==> src/axi_pkg.sv <==
// AXI4 shared definitions
// Bus widths, burst and response encodings, and one packed payload
// struct per channel (AW, W, B, AR, R)

package axi_pkg;

    //////////////////////////////
    // Bus widths
    //////////////////////////////

    // Transaction ID width
    localparam int AXI_ID_W   = 4;
    // Byte address width
    localparam int AXI_ADDR_W = 16;
    // Data bus width, every beat is full width
    localparam int AXI_DATA_W = 32;
    // One strobe per data byte
    localparam int AXI_STRB_W = AXI_DATA_W / 8;

    //////////////////////////////
    // Encodings
    //////////////////////////////

    // Burst type, AXI4 AxBURST values
    typedef enum logic [1:0] {
        BURST_FIXED = 2'b00,
        BURST_INCR  = 2'b01,
        BURST_WRAP  = 2'b10
    } axi_burst_e;

    // Response code, AXI4 xRESP values
    typedef enum logic [1:0] {
        RESP_OKAY   = 2'b00,
        RESP_EXOKAY = 2'b01,
        RESP_SLVERR = 2'b10,
        RESP_DECERR = 2'b11
    } axi_resp_e;

    //////////////////////////////
    // Channel payloads
    //////////////////////////////

    // Write address
    typedef struct packed {
        logic [AXI_ID_W-1:0]   id;
        logic [AXI_ADDR_W-1:0] addr;
        // Beats minus one
        logic [7:0]            len;
        axi_burst_e            burst;
    } axi_aw_t;

    // Write data
    typedef struct packed {
        logic [AXI_DATA_W-1:0] data;
        logic [AXI_STRB_W-1:0] strb;
        logic                  last;
    } axi_w_t;

    // Write response
    typedef struct packed {
        logic [AXI_ID_W-1:0] id;
        axi_resp_e           resp;
    } axi_b_t;

    // Read address, same layout as AW
    typedef struct packed {
        logic [AXI_ID_W-1:0]   id;
        logic [AXI_ADDR_W-1:0] addr;
        logic [7:0]            len;
        axi_burst_e            burst;
    } axi_ar_t;

    // Read data
    typedef struct packed {
        logic [AXI_ID_W-1:0]   id;
        logic [AXI_DATA_W-1:0] data;
        axi_resp_e             resp;
        logic                  last;
    } axi_r_t;

endpackage

==> src/axi_register_slice.sv <==
// Generic valid/ready register stage
// Registered output plus one skid entry, so both the forward path
// and the ready path are cut by flops. One cycle latency, full rate

`timescale 1ns/100ps

module axi_register_slice #(
    parameter int WIDTH = 8
) (
    input  logic             clk,
    input  logic             rst_n,

    // Upstream side
    input  logic             in_valid,
    input  logic [WIDTH-1:0] in_data,
    output logic             in_ready,

    // Downstream side
    output logic             out_valid,
    output logic [WIDTH-1:0] out_data,
    input  logic             out_ready
);

    // Skid entry, holds one item while the output is stalled
    logic             skid_valid;
    logic [WIDTH-1:0] skid_data;

    // Output register free this cycle
    logic out_load;

    // Ready comes straight from a flop
    assign in_ready = ~skid_valid;

    // Empty or being consumed
    assign out_load = ~out_valid | out_ready;

    //////////////////////////////
    // Control state
    //////////////////////////////

    always_ff @(posedge clk) begin
        if (!rst_n) begin
            skid_valid <= 1'b0;
            out_valid  <= 1'b0;
        end else begin
            // Accepted item with the output held goes to the skid entry
            if (in_valid && in_ready && out_valid && !out_ready) begin
                skid_valid <= 1'b1;
            end else if (out_ready) begin
                // Skid content moves to the output below
                skid_valid <= 1'b0;
            end

            if (out_load) begin
                out_valid <= in_valid | skid_valid;
            end
        end
    end

    //////////////////////////////
    // Payload
    //////////////////////////////

    always_ff @(posedge clk) begin
        // Track the input while empty, frozen once it holds an item
        if (in_ready) begin
            skid_data <= in_data;
        end
        // Older skid item goes out first to keep order
        if (out_load) begin
            out_data <= skid_valid ? skid_data : in_data;
        end
    end

endmodule

==> src/axi_channel_slices.sv <==
// AXI4 five-channel register slice
// One register stage per channel: AW, W and AR forward toward the slave,
// B and R back toward the master. Each channel adds one cycle

`timescale 1ns/100ps

module axi_channel_slices (
    input  logic             clk,
    input  logic             rst_n,

    // Master side
    input  logic             s_aw_valid,
    input  axi_pkg::axi_aw_t s_aw,
    output logic             s_aw_ready,
    input  logic             s_w_valid,
    input  axi_pkg::axi_w_t  s_w,
    output logic             s_w_ready,
    output logic             s_b_valid,
    output axi_pkg::axi_b_t  s_b,
    input  logic             s_b_ready,
    input  logic             s_ar_valid,
    input  axi_pkg::axi_ar_t s_ar,
    output logic             s_ar_ready,
    output logic             s_r_valid,
    output axi_pkg::axi_r_t  s_r,
    input  logic             s_r_ready,

    // Slave side
    output logic             m_aw_valid,
    output axi_pkg::axi_aw_t m_aw,
    input  logic             m_aw_ready,
    output logic             m_w_valid,
    output axi_pkg::axi_w_t  m_w,
    input  logic             m_w_ready,
    input  logic             m_b_valid,
    input  axi_pkg::axi_b_t  m_b,
    output logic             m_b_ready,
    output logic             m_ar_valid,
    output axi_pkg::axi_ar_t m_ar,
    input  logic             m_ar_ready,
    input  logic             m_r_valid,
    input  axi_pkg::axi_r_t  m_r,
    output logic             m_r_ready
);

    //////////////////////////////
    // Master to slave
    //////////////////////////////

    axi_register_slice #(.WIDTH($bits(axi_pkg::axi_aw_t))) aw_slice_i (
        .clk(clk), .rst_n(rst_n),
        .in_valid(s_aw_valid), .in_data(s_aw), .in_ready(s_aw_ready),
        .out_valid(m_aw_valid), .out_data(m_aw), .out_ready(m_aw_ready)
    );

    axi_register_slice #(.WIDTH($bits(axi_pkg::axi_w_t))) w_slice_i (
        .clk(clk), .rst_n(rst_n),
        .in_valid(s_w_valid), .in_data(s_w), .in_ready(s_w_ready),
        .out_valid(m_w_valid), .out_data(m_w), .out_ready(m_w_ready)
    );

    axi_register_slice #(.WIDTH($bits(axi_pkg::axi_ar_t))) ar_slice_i (
        .clk(clk), .rst_n(rst_n),
        .in_valid(s_ar_valid), .in_data(s_ar), .in_ready(s_ar_ready),
        .out_valid(m_ar_valid), .out_data(m_ar), .out_ready(m_ar_ready)
    );

    //////////////////////////////
    // Slave to master
    //////////////////////////////

    // Input side faces the slave here
    axi_register_slice #(.WIDTH($bits(axi_pkg::axi_b_t))) b_slice_i (
        .clk(clk), .rst_n(rst_n),
        .in_valid(m_b_valid), .in_data(m_b), .in_ready(m_b_ready),
        .out_valid(s_b_valid), .out_data(s_b), .out_ready(s_b_ready)
    );

    axi_register_slice #(.WIDTH($bits(axi_pkg::axi_r_t))) r_slice_i (
        .clk(clk), .rst_n(rst_n),
        .in_valid(m_r_valid), .in_data(m_r), .in_ready(m_r_ready),
        .out_valid(s_r_valid), .out_data(s_r), .out_ready(s_r_ready)
    );

endmodule

==> config.mk <==
export PLATFORM = sky130hd
export DESIGN_NAME = axi_channel_slices
export DESIGN_NICKNAME = d
export VERILOG_FILES = /design/src/axi_pkg.sv /design/src/axi_register_slice.sv /design/src/axi_channel_slices.sv
export SDC_FILE = /design/constraint.sdc
export NUM_CORES = 1
export LEC_CHECK = 0
export BUFFER_PORTS_ARGS = -buffer_cell sky130_fd_sc_hd__buf_2
export CAP_MARGIN = 20
export CORE_AREA = 2 2 178 145
export DETAILED_ROUTE_END_ITERATION = 8
export DIE_AREA = 0 0 180 147
export GPL_ROUTABILITY_DRIVEN = 0
export GPL_TIMING_DRIVEN = 1
export SETUP_SLACK_MARGIN = 0.5
export SLEW_MARGIN = 20
export SYNTH_ARGS = -nofsm -noshare
export SYNTH_HDL_FRONTEND = slang
export SYNTH_HIERARCHICAL = 1
export SYNTH_SLANG_ARGS = --single-unit
==> constraint.sdc <==
create_clock -name clk -period 1.83 [get_ports clk]
set_input_delay 0.183 -clock clk [delete_from_list [all_inputs] [get_ports clk]]
set_output_delay 0.183 -clock clk [all_outputs]
set_load 0.01 [all_outputs]
## Yosys cells after proc, flatten, opt, wreduce, memory -nomap -nowiden

Cells that the tools add are included.

- Muxes and demuxes: 15
- Bitwise logic cells: 20
- Reduce and logical (&&, ||, !) cells: 25

Operator list:

| operator | count |
|---|---|
| $mux W30 | 2 |
| $mux W39 | 1 |
| $mux W37 | 1 |
| $logic_and A1 B1 Y1 | 15 |
| $mux W1 | 10 |
| $not A1 Y1 | 10 |
| $or A1 B1 Y1 | 10 |
| $reduce_bool A2 Y1 | 5 |
| $mux W6 | 1 |
| $logic_not A1 Y1 | 5 |

- Register bits after elaboration: 294
- Bits of input ports: 154
- Word-level logic and storage cells: 80
- Output and inout bits: 152

## Longest topological paths before layout

Gate-level depths: netlist of the first run.

- Word-level depth: 5
- Gate-level depth with buffers: 4
- Mapped depth without buffers: 2

## Hierarchy

The synthesis of the first run kept the hierarchy.

By module, submodules not included:

| module | cells an instance | times used | area an instance (µm²) | seq. area each (µm²) |
|---|---|---|---|---|
| axi_register_slice at ar_slice_i ... | 102 | 2 | 2085.8 | 1541.5 |
| axi_register_slice at r_slice_i | 130 | 1 | 2695.1 | 1991.9 |
| axi_register_slice at w_slice_i | 123 | 1 | 2392.3 | 1891.8 |
| axi_register_slice at b_slice_i | 27 | 1 | 475.5 | 340.3 |

## Worst setup path after synthesis of the first run

Ideal clock, no wire load.

- Path type: register to register
- From: register r_slice_i.out_valid
- To: register r_slice_i.out_data[0], enable pin
- Data required time: 1427 ps
- Arrival time: 1272 ps
- Setup time: 403 ps
- Period minus slack after synthesis: 1675 ps
- Buffers on the path: 0
- Cell stages (with the launch flop): 2
- Path slack: 155 ps
- Path through: dfxtp_1 -> nand2b_1

- Cells in the longest elaborated chain, start to end: 2

RTL lines:

| element | RTL line | source |
|---|---|---|
| start: declaration | axi_register_slice.sv:19 | `output logic out_valid,` |
| start signal: assignment | axi_register_slice.sv:55 | `out_valid <= in_valid \| skid_valid;` |
| $not A1 Y1 | axi_register_slice.sv:35 | `assign out_load = ~out_valid \| out_ready;` |
| $or A1 B1 Y1 | axi_register_slice.sv:35 |  |
| via r_slice_i.out_load | axi_register_slice.sv:29 | `logic out_load;` |
| end signal: assignment | axi_register_slice.sv:71 | `out_data <= skid_valid ? skid_data : in_data;` |
| end: declaration | axi_register_slice.sv:20 | `output logic [WIDTH-1:0] out_data,` |

The timed path passes the listed nets, and every way through them passes these cells.
A chain may end at the register's enable or synchronous reset.

## Worst setup path in the final report of the first run

- From: register w_slice_i.skid_valid
- To: output s_w_ready

- Cells in the longest elaborated chain, start to end: 1

RTL lines:

| element | RTL line | source |
|---|---|---|
| start: declaration | axi_register_slice.sv:25 | `logic skid_valid;` |
| start signal: assignment | axi_register_slice.sv:43 | `skid_valid <= 1'b0;` |
| start signal: assignment | axi_register_slice.sv:48 | `skid_valid <= 1'b1;` |
| start signal: assignment | axi_register_slice.sv:51 | `skid_valid <= 1'b0;` |
| $not A1 Y1 | axi_register_slice.sv:32 | `assign in_ready = ~skid_valid;` |
| end: declaration | axi_channel_slices.sv:17 | `output logic s_w_ready,` |

Every way passes these cells.

==> results by group, run 1 <==
Setup path
  • Critical R2R Capture: w_slice_i/out_data[13]
  • Reg-to-reg slack, setup: about 520 ps
  • CP required: between 1500 and 2000 ps
  • Element type at the critical path end: primary output
  • Worst path arrival time: around 1100 ps
  • Reg2Reg Depth: 2
  • Slowest CP cell: dfxtp_4
  • Top cell family by delay on the critical path: flip-flops
  • Worst path bufs/invs: 3
  • Max Fanout on Critical Path: 3
  • Worst flop-to-flop path startpoint: w_slice_i/skid_valid
  • Critical setup path kind: reg2out
  • Crit-path max cell delay: 360 ps
  • Crit path cell chain: buf_12, inv_4, buf_6
  • Startpoint Class: flip-flop

Logic synthesis
  • Area contributors post-synth: edfxtp_1, dfxtp_1, mux2_4
  • Synthesized area: 9730 µm²
  • Post-Synthesis Cells: 484
  • Synth warnings: 6
  • Avg Cell Area, Syn: around 20 µm²
  • #FFs+latches synth: between 200 and 300
  • Post-synth top area share: approximately 44%
  • Library cells used by synthesis: 14
  • Yosys top cell by area: edfxtp_1
  • Net Count, Synth: 638
  • Sequential fraction of the synthesis area: between 70% and 80%

Drt
  • Routed Antenna Nets: 0
  • First-pass DRT Iterations: 4
  • Wire per inst: roughly 16 µm
  • Iter 0 DRT Violations: 157
  • Via density: roughly 4.3
  • Total number of vias: about 5,700
  • # DRC: 0
  • Final wirelength: around 21 mm

Place
  • Port bufs: between 300 and 400
  • DP Wirelength: ~13 mm
  • Place WS: between 400 and 500 ps
  • Placed Instances: 1,108

Layout
  • Diodes inserted: 0
  • Fillers: 1,929
  • Layout cell share with drive strength beyond 1: a little over half
  • Fin nets: roughly 1,100
  • FF/Latch Area: 7330 µm²
  • Final non-filler cell total: 1,325
  • Area of the multi-input gates: about 2100 µm²
  • Syn-to-layout area delta: 46.4%

STA
  • Max Fclk: between 0.7 and 0.8 GHz
  • # setup viols final: 0
  • Period utilization: 72.4%
  • Pins Over Slew Limit: 0
  • Worst Max-Slew Pin Slew: between 400 and 500 ps
  • Fin. Hold Viols: 0
  • RSZ-0062 raised after global routing: yes
  • Normalized max-slew margin: around 72%
  • Worst setup margin: approximately 510 ps
  • Total Neg Setup Slack: 0 ps
  • Final worst path period need: roughly 1300 ps
  • Final hold slack: around 22 ps
  • Final setup skew: between 6 and 7 ps

Power
  • Internal power: approximately 12,000 µW
  • Logic pwr share: ~9.7%
  • Lkg Pwr: 0.00613 µW
  • NetSw: 3060 µW
  • Clock share of power: roughly two fifths
  • Switching share of power: roughly a fifth
  • VDD IR-drop max: about 0.74 mV
  • Cell Pwr Density: about 1000 nW/µm²
  • Flop pwr share: roughly 50%
  • Tot Pwr: 14,600 µW

Global route
  • Pin count of the biggest net entering global routing: 35
  • Global-route wire length before repair: 33.4 mm
  • Number of global-route vias before repair: between 6,000 and 7,000
  • GRT overflow: 0
  • Antenna violations before repair: 0
  • GRT Util Overall: between 15 and 20%

Clocking
  • Clock Pin Slew Worst Setup and Hold Paths: 60 ps
  • # H-tree levels: 1
  • Clk_lat worst skew: approximately 530 ps
  • Root Driver: clkbuf_16
  • CTS sink cnt: roughly 290
  • Number of buffers created by CTS: 28
  • CTS tree: built
  • Max Root-Sink Buffers: 3

Die
  • Site Rows: 52
  • Initial Utilization: roughly 40%
  • Core region area: around 25,000 µm²
  • Die Ht: 147 µm
  • I/O Pins: around 310
  • Die Area: about 26,000 µm²
  • Die Width: ~180 µm

Min path
  • Hold_sp: rst_n
  • Worst Hold Depth: 2
  • HP Class: in2reg
  • Hold worst-path end: ar_slice_i/out_valid

Flow run
  • # Max-Cap Violations: 0

Status
  • Status: finished, final reports clean
## layout make-up
type                       instances  area share, %
multi-input combinational        167           14.9
sequential                       294           51.4
tap                              324           2.84
inverter                           5          0.202
timing repair buffer             484           24.2
clock inverter                     9          0.658
clock buffer                      42           5.71
## Yosys cell counts
library cell	instances
inv_1	5
nor3b_2	1
nor3b_1	4
buf_6	8
nand2b_1	5
mux2_4	97
a21boi_1	1
mux2_2	45
dfxtp_1	152
a21boi_0	4
buf_12	10
edfxtp_1	142
a21oi_1	5
nor2_1	5
## worst max path at each step
stage	start	to	slack, ps	cells after the start
after floorplan	r_slice_i/out_valid	r_slice_i/out_data[0]	590	1
after global placement	ar_slice_i/skid_valid	ar_slice_i/out_data[28]	490	2
after detailed placement	ar_slice_i/skid_valid	ar_slice_i/out_data[29]	480	2
after CTS	aw_slice_i/skid_valid	s_aw_ready	480	3
after global routing	aw_slice_i/skid_valid	s_aw_ready	460	3
final	w_slice_i/skid_valid	s_w_ready	510	3
## metrics by stage
step | util, % | cell area (µm²)
floorplan | - | 9740
global placement | 46.6 | 11600
detailed placement | 46.6 | 11600
CTS | 57.4 | 14200
global route | 57.5 | 14300
finish | 57.5 | 14300
## cell usage in the layout (no fill, tap or decap), drive strengths merged
cell / instances
inv: 6
a21oi: 5
nand2b: 5
dfxtp: 152
nor3b: 5
bufinv: 2
mux2: 142
bufbuf: 2
clkbuf: 42
a21boi: 5
clkinv: 6
nor2: 5
buf: 330
dlygate4sd3: 152
edfxtp: 142
## logic make-up (layout without fill, tap and decap cells)
logic type | Yosys count | count (layout) | synth area share [%]
AND/OR/NAND/NOR | 15 | 15 | 0.951
flip-flops | 294 | 294 | 75.1
buffers and inverters | 23 | 540 | 3.17
AO/OA/AOI/OAI | 10 | 10 | 0.643
multiplexers | 142 | 142 | 20.2
## registers in the layout, summed over array words and instances (netlist names), 30 cells and up
register / count
r_slice_i/out_data: 39
r_slice_i/skid_data: 39
w_slice_i/out_data: 37
w_slice_i/skid_data: 37
ar_slice_i/out_data: 30
ar_slice_i/skid_data: 30
aw_slice_i/out_data: 30
aw_slice_i/skid_data: 30
## per-layer routing
metal / vias to the layer above / track usage, % / routed length, µm
met4: 0 / 4.31 / 524
met3: 44 / 6.00 / 1960
li1: 2760 / - / -
met5: - / 0 / 0
met2: 239 / 24.9 / 9430
met1: 2656 / 20.1 / 9140
## power groups by stage
stage	sequential [µW]	clock, µW	combinational, µW
floorplan	7820	0	445
global placement	7680	0	1110
detailed placement	7680	0	1120
CTS	7540	5830	1420
global route	7590	6090	1520
finish	7540	5670	1420
## timing repair
item / 4_1_cts / 5_1_grt
resized for setup: 22 / 8
setup buffers: 11 / 0
endpoints found under the setup margin: 23 / 51
hold buffers: 152 / 0
hold endpoints to repair: 294 / 0
cloned: 3 / 0
Power figures use the tool's default switching activity.
==> run 2, diff against run 1 <==
- ABC_AREA: unset -> 1
- CORE_AREA: 2 2 178 145 -> 2 2 176 144
- DIE_AREA: 0 0 180 147 -> 0 0 178 146
- clock period: 1.83 -> 1.23 ns (I/O delays scaled with it)
==> results by group, run 2 <==
Logic synthesis
  • Post-synth top area share: 44.6%
  • Avg Cell Area, Syn: ~12 µm²
  • Library cells used by synthesis: 18
  • Area contributors post-synth: edfxtp_1, dfxtp_1, nand2_1
  • Top FF cell, synth: dfxtp_1
  • Yosys top cell by area: edfxtp_1
  • Commonest cells in the netlist: nand2_1, dfxtp_1, edfxtp_1, nand2_2, nor2_1
  • #FFs+latches synth: about 290
  • FFs w/ async S/R, synth: 0%
  • Sequential fraction of the synthesis area: 76.4%
  • Synthesized area: between 9000 and 10,000 µm²
  • Net Count, Synth: slightly below 1,000
  • EDFF count, synth: 142
  • Synth warnings: 6
  • Post-Synthesis Cells: between 800 and 900
  • Count leader, synth: nand2_1

Global route
  • Number of global-route vias before repair: 7,617
  • GRT Util Overall: approximately 20%
  • Pin count of the biggest net entering global routing: 32
  • Antenna violations before repair: 0
  • Global-route wire length before repair: about 41 mm
  • GRT overflow: 0

Status
  • Failing checks: setup timing
  • Status: finished, violations left

Place
  • DP Wirelength: between 10 and 15 mm
  • Port bufs: 305
  • Placed cell area: roughly 11,000 µm²
  • Placed Instances: 1,414
  • Place WS: between 150 and 200 ps

Drt
  • Total number of vias: 7,693
  • Wire per inst: 16.9 µm
  • # DRC: 0
  • Via density: roughly 4.5
  • Iter 0 DRT Violations: roughly 400
  • First-pass DRT Iterations: 5
  • Final wirelength: 28.8 mm
  • Routed Antenna Nets: 0

Die
  • I/O Pins: 306
  • Core region area: 24,100 µm²
  • Die Area: around 26,000 µm²
  • Initial Utilization: 39.7%
  • Site Rows: 51
  • Die Width: around 180 µm
  • Die Ht: between 100 and 150 µm

Layout
  • Commonest non-fill, non-tap cells in the layout: buf_2, nand2_1, dlygate4sd3_1
  • Design Area, Final: approximately 17,000 µm²
  • Syn-to-layout area delta: 72.7%
  • Final non-filler cell total: 1,704
  • Layout cell share with drive strength beyond 1: 48.0%
  • Commonest non-fill, non-tap cell in the layout: buf_2
  • Fillers: ~1,600
  • Fin nets: 1,517
  • Largest regs: r_slice_i/out_data: 39 flops, r_slice_i/skid_data: 39 flops

Min path
  • HP Class: in2reg
  • Hold_sp: rst_n

Setup path
  • Max Fanout on Critical Path: 2
  • Crit-path max cell delay: between 300 and 400 ps
  • Critical setup path kind: reg2out
  • CP required: between 1000 and 1500 ps
  • Worst path arrival time: around 1200 ps
  • Element type at the critical path end: primary output
  • Worst path bufs/invs: 3
  • Top cell family by delay on the critical path: flip-flops
  • Critical Path Start: w_slice_i/skid_valid
  • Slowest CP cell: dfxtp_2
  • Worst flop-to-flop path startpoint: r_slice_i/skid_valid
  • Startpoint Class: flip-flop
  • Crit path cell chain: inv_2, buf_12, buf_6

Clocking
  • Clock Pin Slew Worst Setup and Hold Paths: 60 ps
  • Root Driver: clkbuf_16
  • Clk_lat worst skew: 540 ps
  • # H-tree levels: 1
  • CTS tree: built
  • CTS sink cnt: a little under 300
  • Max Root-Sink Buffers: 3
  • Number of buffers created by CTS: 28

STA
  • # setup viols final: 2
  • Worst Max-Slew Pin Slew: just under 700 ps
  • RSZ-0062 raised after global routing: yes
  • Fin. Hold Viols: 0
  • Worst setup margin: -47.7 ps
  • Normalized max-slew margin: 53.6%
  • Final worst path period need: 1280 ps
  • Pins Over Slew Limit: 0
  • Period utilization: 104%
  • Max Fclk: between 0.7 and 0.8 GHz
  • Final setup skew: 17.8 ps

Power
  • Cell Pwr Density: between 1000 and 1500 nW/µm²
  • VDD IR-drop max: slightly below 1 mV
  • Lkg Pwr: 0.00771 µW
  • Tot Pwr: around 23,000 µW

Flow run
  • # Max-Cap Violations: 0
## run 2: cell families after synthesis
group	count (synthesis)	share of synthesized area, %
and+or+nand+nor	461	18.7
AOI/OAI and AO/OA	5	0.262
buffers and inverters	52	4.59
DFF	294	76.4
## run 2: metal layers
layer	up-vias	wire, µm	global-route usage [%]
met2	298	14200	33.1
met4	0	558	4.30
met3	40	2250	5.56
li1	3732	-	-
met5	-	0	0
met1	3623	11700	25.8
## run 2: path summary, 6_finish.rpt
| path | slack, ps | cells after the start | endpoint |
|---|---|---|---|
| max | -50 | 3 | s_w_ready |
| min | 20 | 5 | r_slice_i/skid_valid |
| max reg2reg | 0 | 5 | r_slice_i/out_data[18] |
| min reg2reg | 440 | 2 | w_slice_i/skid_data[14] |
## run 2: area by class of cell
cell class	instances	area [µm²]	share of cell area, %
inverter	20	119	0.720
clock buffer	39	773	4.69
antenna	1	2.50	0.0152
sequential	294	7340	44.5
tap	318	398	2.41
timing repair inverter	7	106	0.644
clock inverter	13	123	0.743
multi-input combinational	480	2970	18.0
timing repair buffer	532	4680	28.3
## run 2: repair_timing
item                       4_1_cts  5_1_grt
hold buffers                   157        0
setup buffers                   26       13
setup endpoints to repair      588      588
hold endpoints to repair       300        0
resized for setup              151      259
cloned                          29       12
pin swaps                       11       66
## run 2: power breakdown
| part | total, µW | switching (µW) | internal [µW] | leakage (µW) |
|---|---|---|---|---|
| logic | 2860 | 1370 | 1490 | 0.00451 |
| clock network | 8410 | 3590 | 4820 | 0.000437 |
| registers | 11400 | 320 | 11100 | 0.00276 |
## run 2: stage by stage
| stage | util [%] | setup TNS, ps | hold slack, ps |
|---|---|---|---|
| 6_report | 68.6 | -52.0 | 21.8 |
| 5_1_grt | 68.6 | -625 | 25.3 |
| 4_1_cts | 63.3 | -160 | 8.48 |
| 3_5_place_dp | 47.3 | 0 | 335 |
| 3_3_place_gp | 47.3 | 0 | 326 |
| 2_1_floorplan | - | 0 | 236 |
## run 2: worst register-to-register path: cells and delay by family, from the launching register on
kind / cells / cell delay [ps]
buffers and inverters: 3 / 420
AND/OR/NAND/NOR: 2 / 140
flip-flops: 1 / 410
==> run 3, diff against run 2 <==
- clock period: 1.23 -> 1.2 ns (I/O delays scaled with it)
==> results by group, run 3 (synthesized netlist as in run 2, its figures left out) <==
Status
  • Status: finished, violations left
  • Failing checks: setup timing

Clocking
  • Clk_lat worst skew: 530 ps
  • # H-tree levels: 1
  • CTS sink cnt: ~290
  • Clock Pin Slew Worst Setup and Hold Paths: around 60 ps
  • Root Driver: clkbuf_16
  • Max Root-Sink Buffers: 3
  • CTS tree: built
  • Number of buffers created by CTS: 29

Power
  • Cell Pwr Density: 1430 nW/µm²
  • Switching share of power: 23.0%
  • VDD IR-drop max: about 1.2 mV
  • Lkg Pwr: about 0.0078 µW
  • Logic pwr share: between 10% and 20%
  • Internal power: approximately 18,000 µW
  • Tot Pwr: 23,700 µW
  • NetSw: approximately 5500 µW
  • Clock share of power: between 30% and 40%
  • Flop pwr share: between 40% and 50%

Drt
  • Total number of vias: roughly 7,800
  • Iter 0 DRT Violations: 309
  • Via density: between 4 and 5
  • Wire per inst: roughly 17 µm
  • First-pass DRT Iterations: 4
  • Routed Antenna Nets: 0
  • # DRC: 0
  • Final wirelength: about 30 mm

Die
  • Core region area: ~24,000 µm²
  • Site Rows: a little over 50
  • I/O Pins: 306
  • Initial Utilization: between 30% and 40%
  • Die Ht: roughly 150 µm
  • Die Width: ~180 µm
  • Die Area: roughly 26,000 µm²

STA
  • Normalized max-slew margin: a little under a third
  • Fin. Hold Viols: 0
  • Worst Max-Slew Pin Slew: 1020 ps
  • RSZ-0062 raised after global routing: yes
  • Worst setup margin: -64.9 ps
  • # setup viols final: 37
  • Final worst path period need: 1260 ps
  • Max Fclk: 0.791 GHz
  • Total Neg Setup Slack: -761 ps
  • Period utilization: 105%
  • Final hold slack: about 1.4 ps
  • Final setup skew: 13.4 ps
  • Pins Over Slew Limit: 0

Setup path
  • Startpoint Class: flip-flop
  • Max Fanout on Critical Path: 2
  • Worst path arrival time: ~1100 ps
  • Reg2Reg Depth: 6
  • Critical setup path kind: reg2out
  • Element type at the critical path end: primary output
  • Reg-to-reg slack, setup: -40 ps
  • Worst flop-to-flop path startpoint: ar_slice_i/skid_valid
  • Critical R2R Capture: ar_slice_i/out_data[13]
  • CP required: around 1100 ps

Min path
  • Worst Hold Depth: 5
  • HP Class: in2reg
  • Hold_sp: rst_n
  • Hold worst-path end: ar_slice_i/skid_valid

Layout
  • Util after Layout: 69.0%
  • Fin nets: between 1,500 and 2,000
  • Commonest non-fill, non-tap cells in the layout: buf_2, nand2_1, dlygate4sd3_1
  • Largest regs: r_slice_i/out_data: 39 flops, r_slice_i/skid_data: 39 flops
  • Syn-to-layout area delta: 73.6%
  • Design Area, Final: about 17,000 µm²
  • Layout cell share with drive strength beyond 1: 51.6%
  • Diodes inserted: 0
  • Commonest non-fill, non-tap cell in the layout: buf_2

Global route
  • GRT overflow: 0
  • GRT Util Overall: around a fifth
  • Global-route wire length before repair: roughly 40 mm
  • Antenna violations before repair: 1
  • Number of global-route vias before repair: about 8,000
  • Pin count of the biggest net entering global routing: 32

Place
  • Placed cell area: ~11,000 µm²
  • Port bufs: between 300 and 400
  • DP Wirelength: 14.4 mm

Flow run
  • # Max-Cap Violations: 0
run 3: changes by cell type in the layout (fill, tap and decap cells not counted), moves of 3 or more:
| cell | before | now |
|---|---|---|
| nand2_2 | 132 | 142 |
| buf_6 | 63 | 35 |
| nor2_1 | 17 | 14 |
| clkbuf_8 | 1 | 10 |
| clkbuf_16 | 40 | 36 |
| nand2_1 | 237 | 192 |
| buf_2 | 248 | 278 |
| clkinv_2 | 7 | 3 |
| clkbuf_1 | 9 | 6 |
| nand2_4 | 68 | 106 |
run 3: metal layers:
layer	part of all wire (%)	up-vias	global-route usage, %
li1	-	3728	-
met1	41	3683	24.6
met2	50	290	33.7
met3	7.5	51	6.17
met4	2.3	2	5.66
met5	0.045	-	0
run 3: worst max path at each step:
stage,from,endpoint,slack [ps],depth (start not counted)
after floorplan,w_slice_i/skid_valid,w_slice_i/out_data[15],240,5
after global placement,r_slice_i/skid_valid,r_slice_i/out_data[19],180,3
after detailed placement,r_slice_i/skid_valid,r_slice_i/out_data[17],120,3
after CTS,w_slice_i/skid_valid,s_w_ready,-90,3
after global routing,w_slice_i/skid_valid,s_w_ready,-110,3
final,w_slice_i/skid_valid,s_w_ready,-60,3
run 3: metrics by stage:
step,instances,setup slack [ps]
floorplan,812,243
detailed placement,1413,121
finish,1701,-64.9
global route,1701,-112
CTS,1667,-92.4
global placement,1413,178
run 3: repair_timing:
action,CTS,global route
pin swaps,44,59
endpoints found under the setup margin,588,588
endpoints found under the hold margin,300,0
resized for setup,204,258
gates cloned,23,17
setup buffers,21,17
hold buffers,157,0
run 3: critical path: stages (launching register included):
cell and delay, ps:
dfxtp_2 350, inv_4 40, buf_12 120, buf_6 110
run 3: final cells by class:
| cell class | count | area (µm²) |
|---|---|---|
| timing repair buffer | 526 | 4350 |
| fill | 1612 | 7460 |
| timing repair inverter | 8 | 134 |
| tap | 318 | 398 |
| inverter | 20 | 121 |
| multi-input combinational | 482 | 3280 |
| sequential | 294 | 7340 |
| clock buffer | 45 | 886 |
| clock inverter | 8 | 91.3 |
run 3: power by group through the flow:
| stage | logic (µW) | clock network, µW | registers (µW) |
|---|---|---|---|
| floorplan | 563 | 0 | 12000 |
| global placement | 1620 | 0 | 11800 |
| detailed placement | 1640 | 0 | 11800 |
| CTS | 2440 | 9280 | 11600 |
| global route | 3060 | 9770 | 11800 |
| finish | 2860 | 9150 | 11700 |
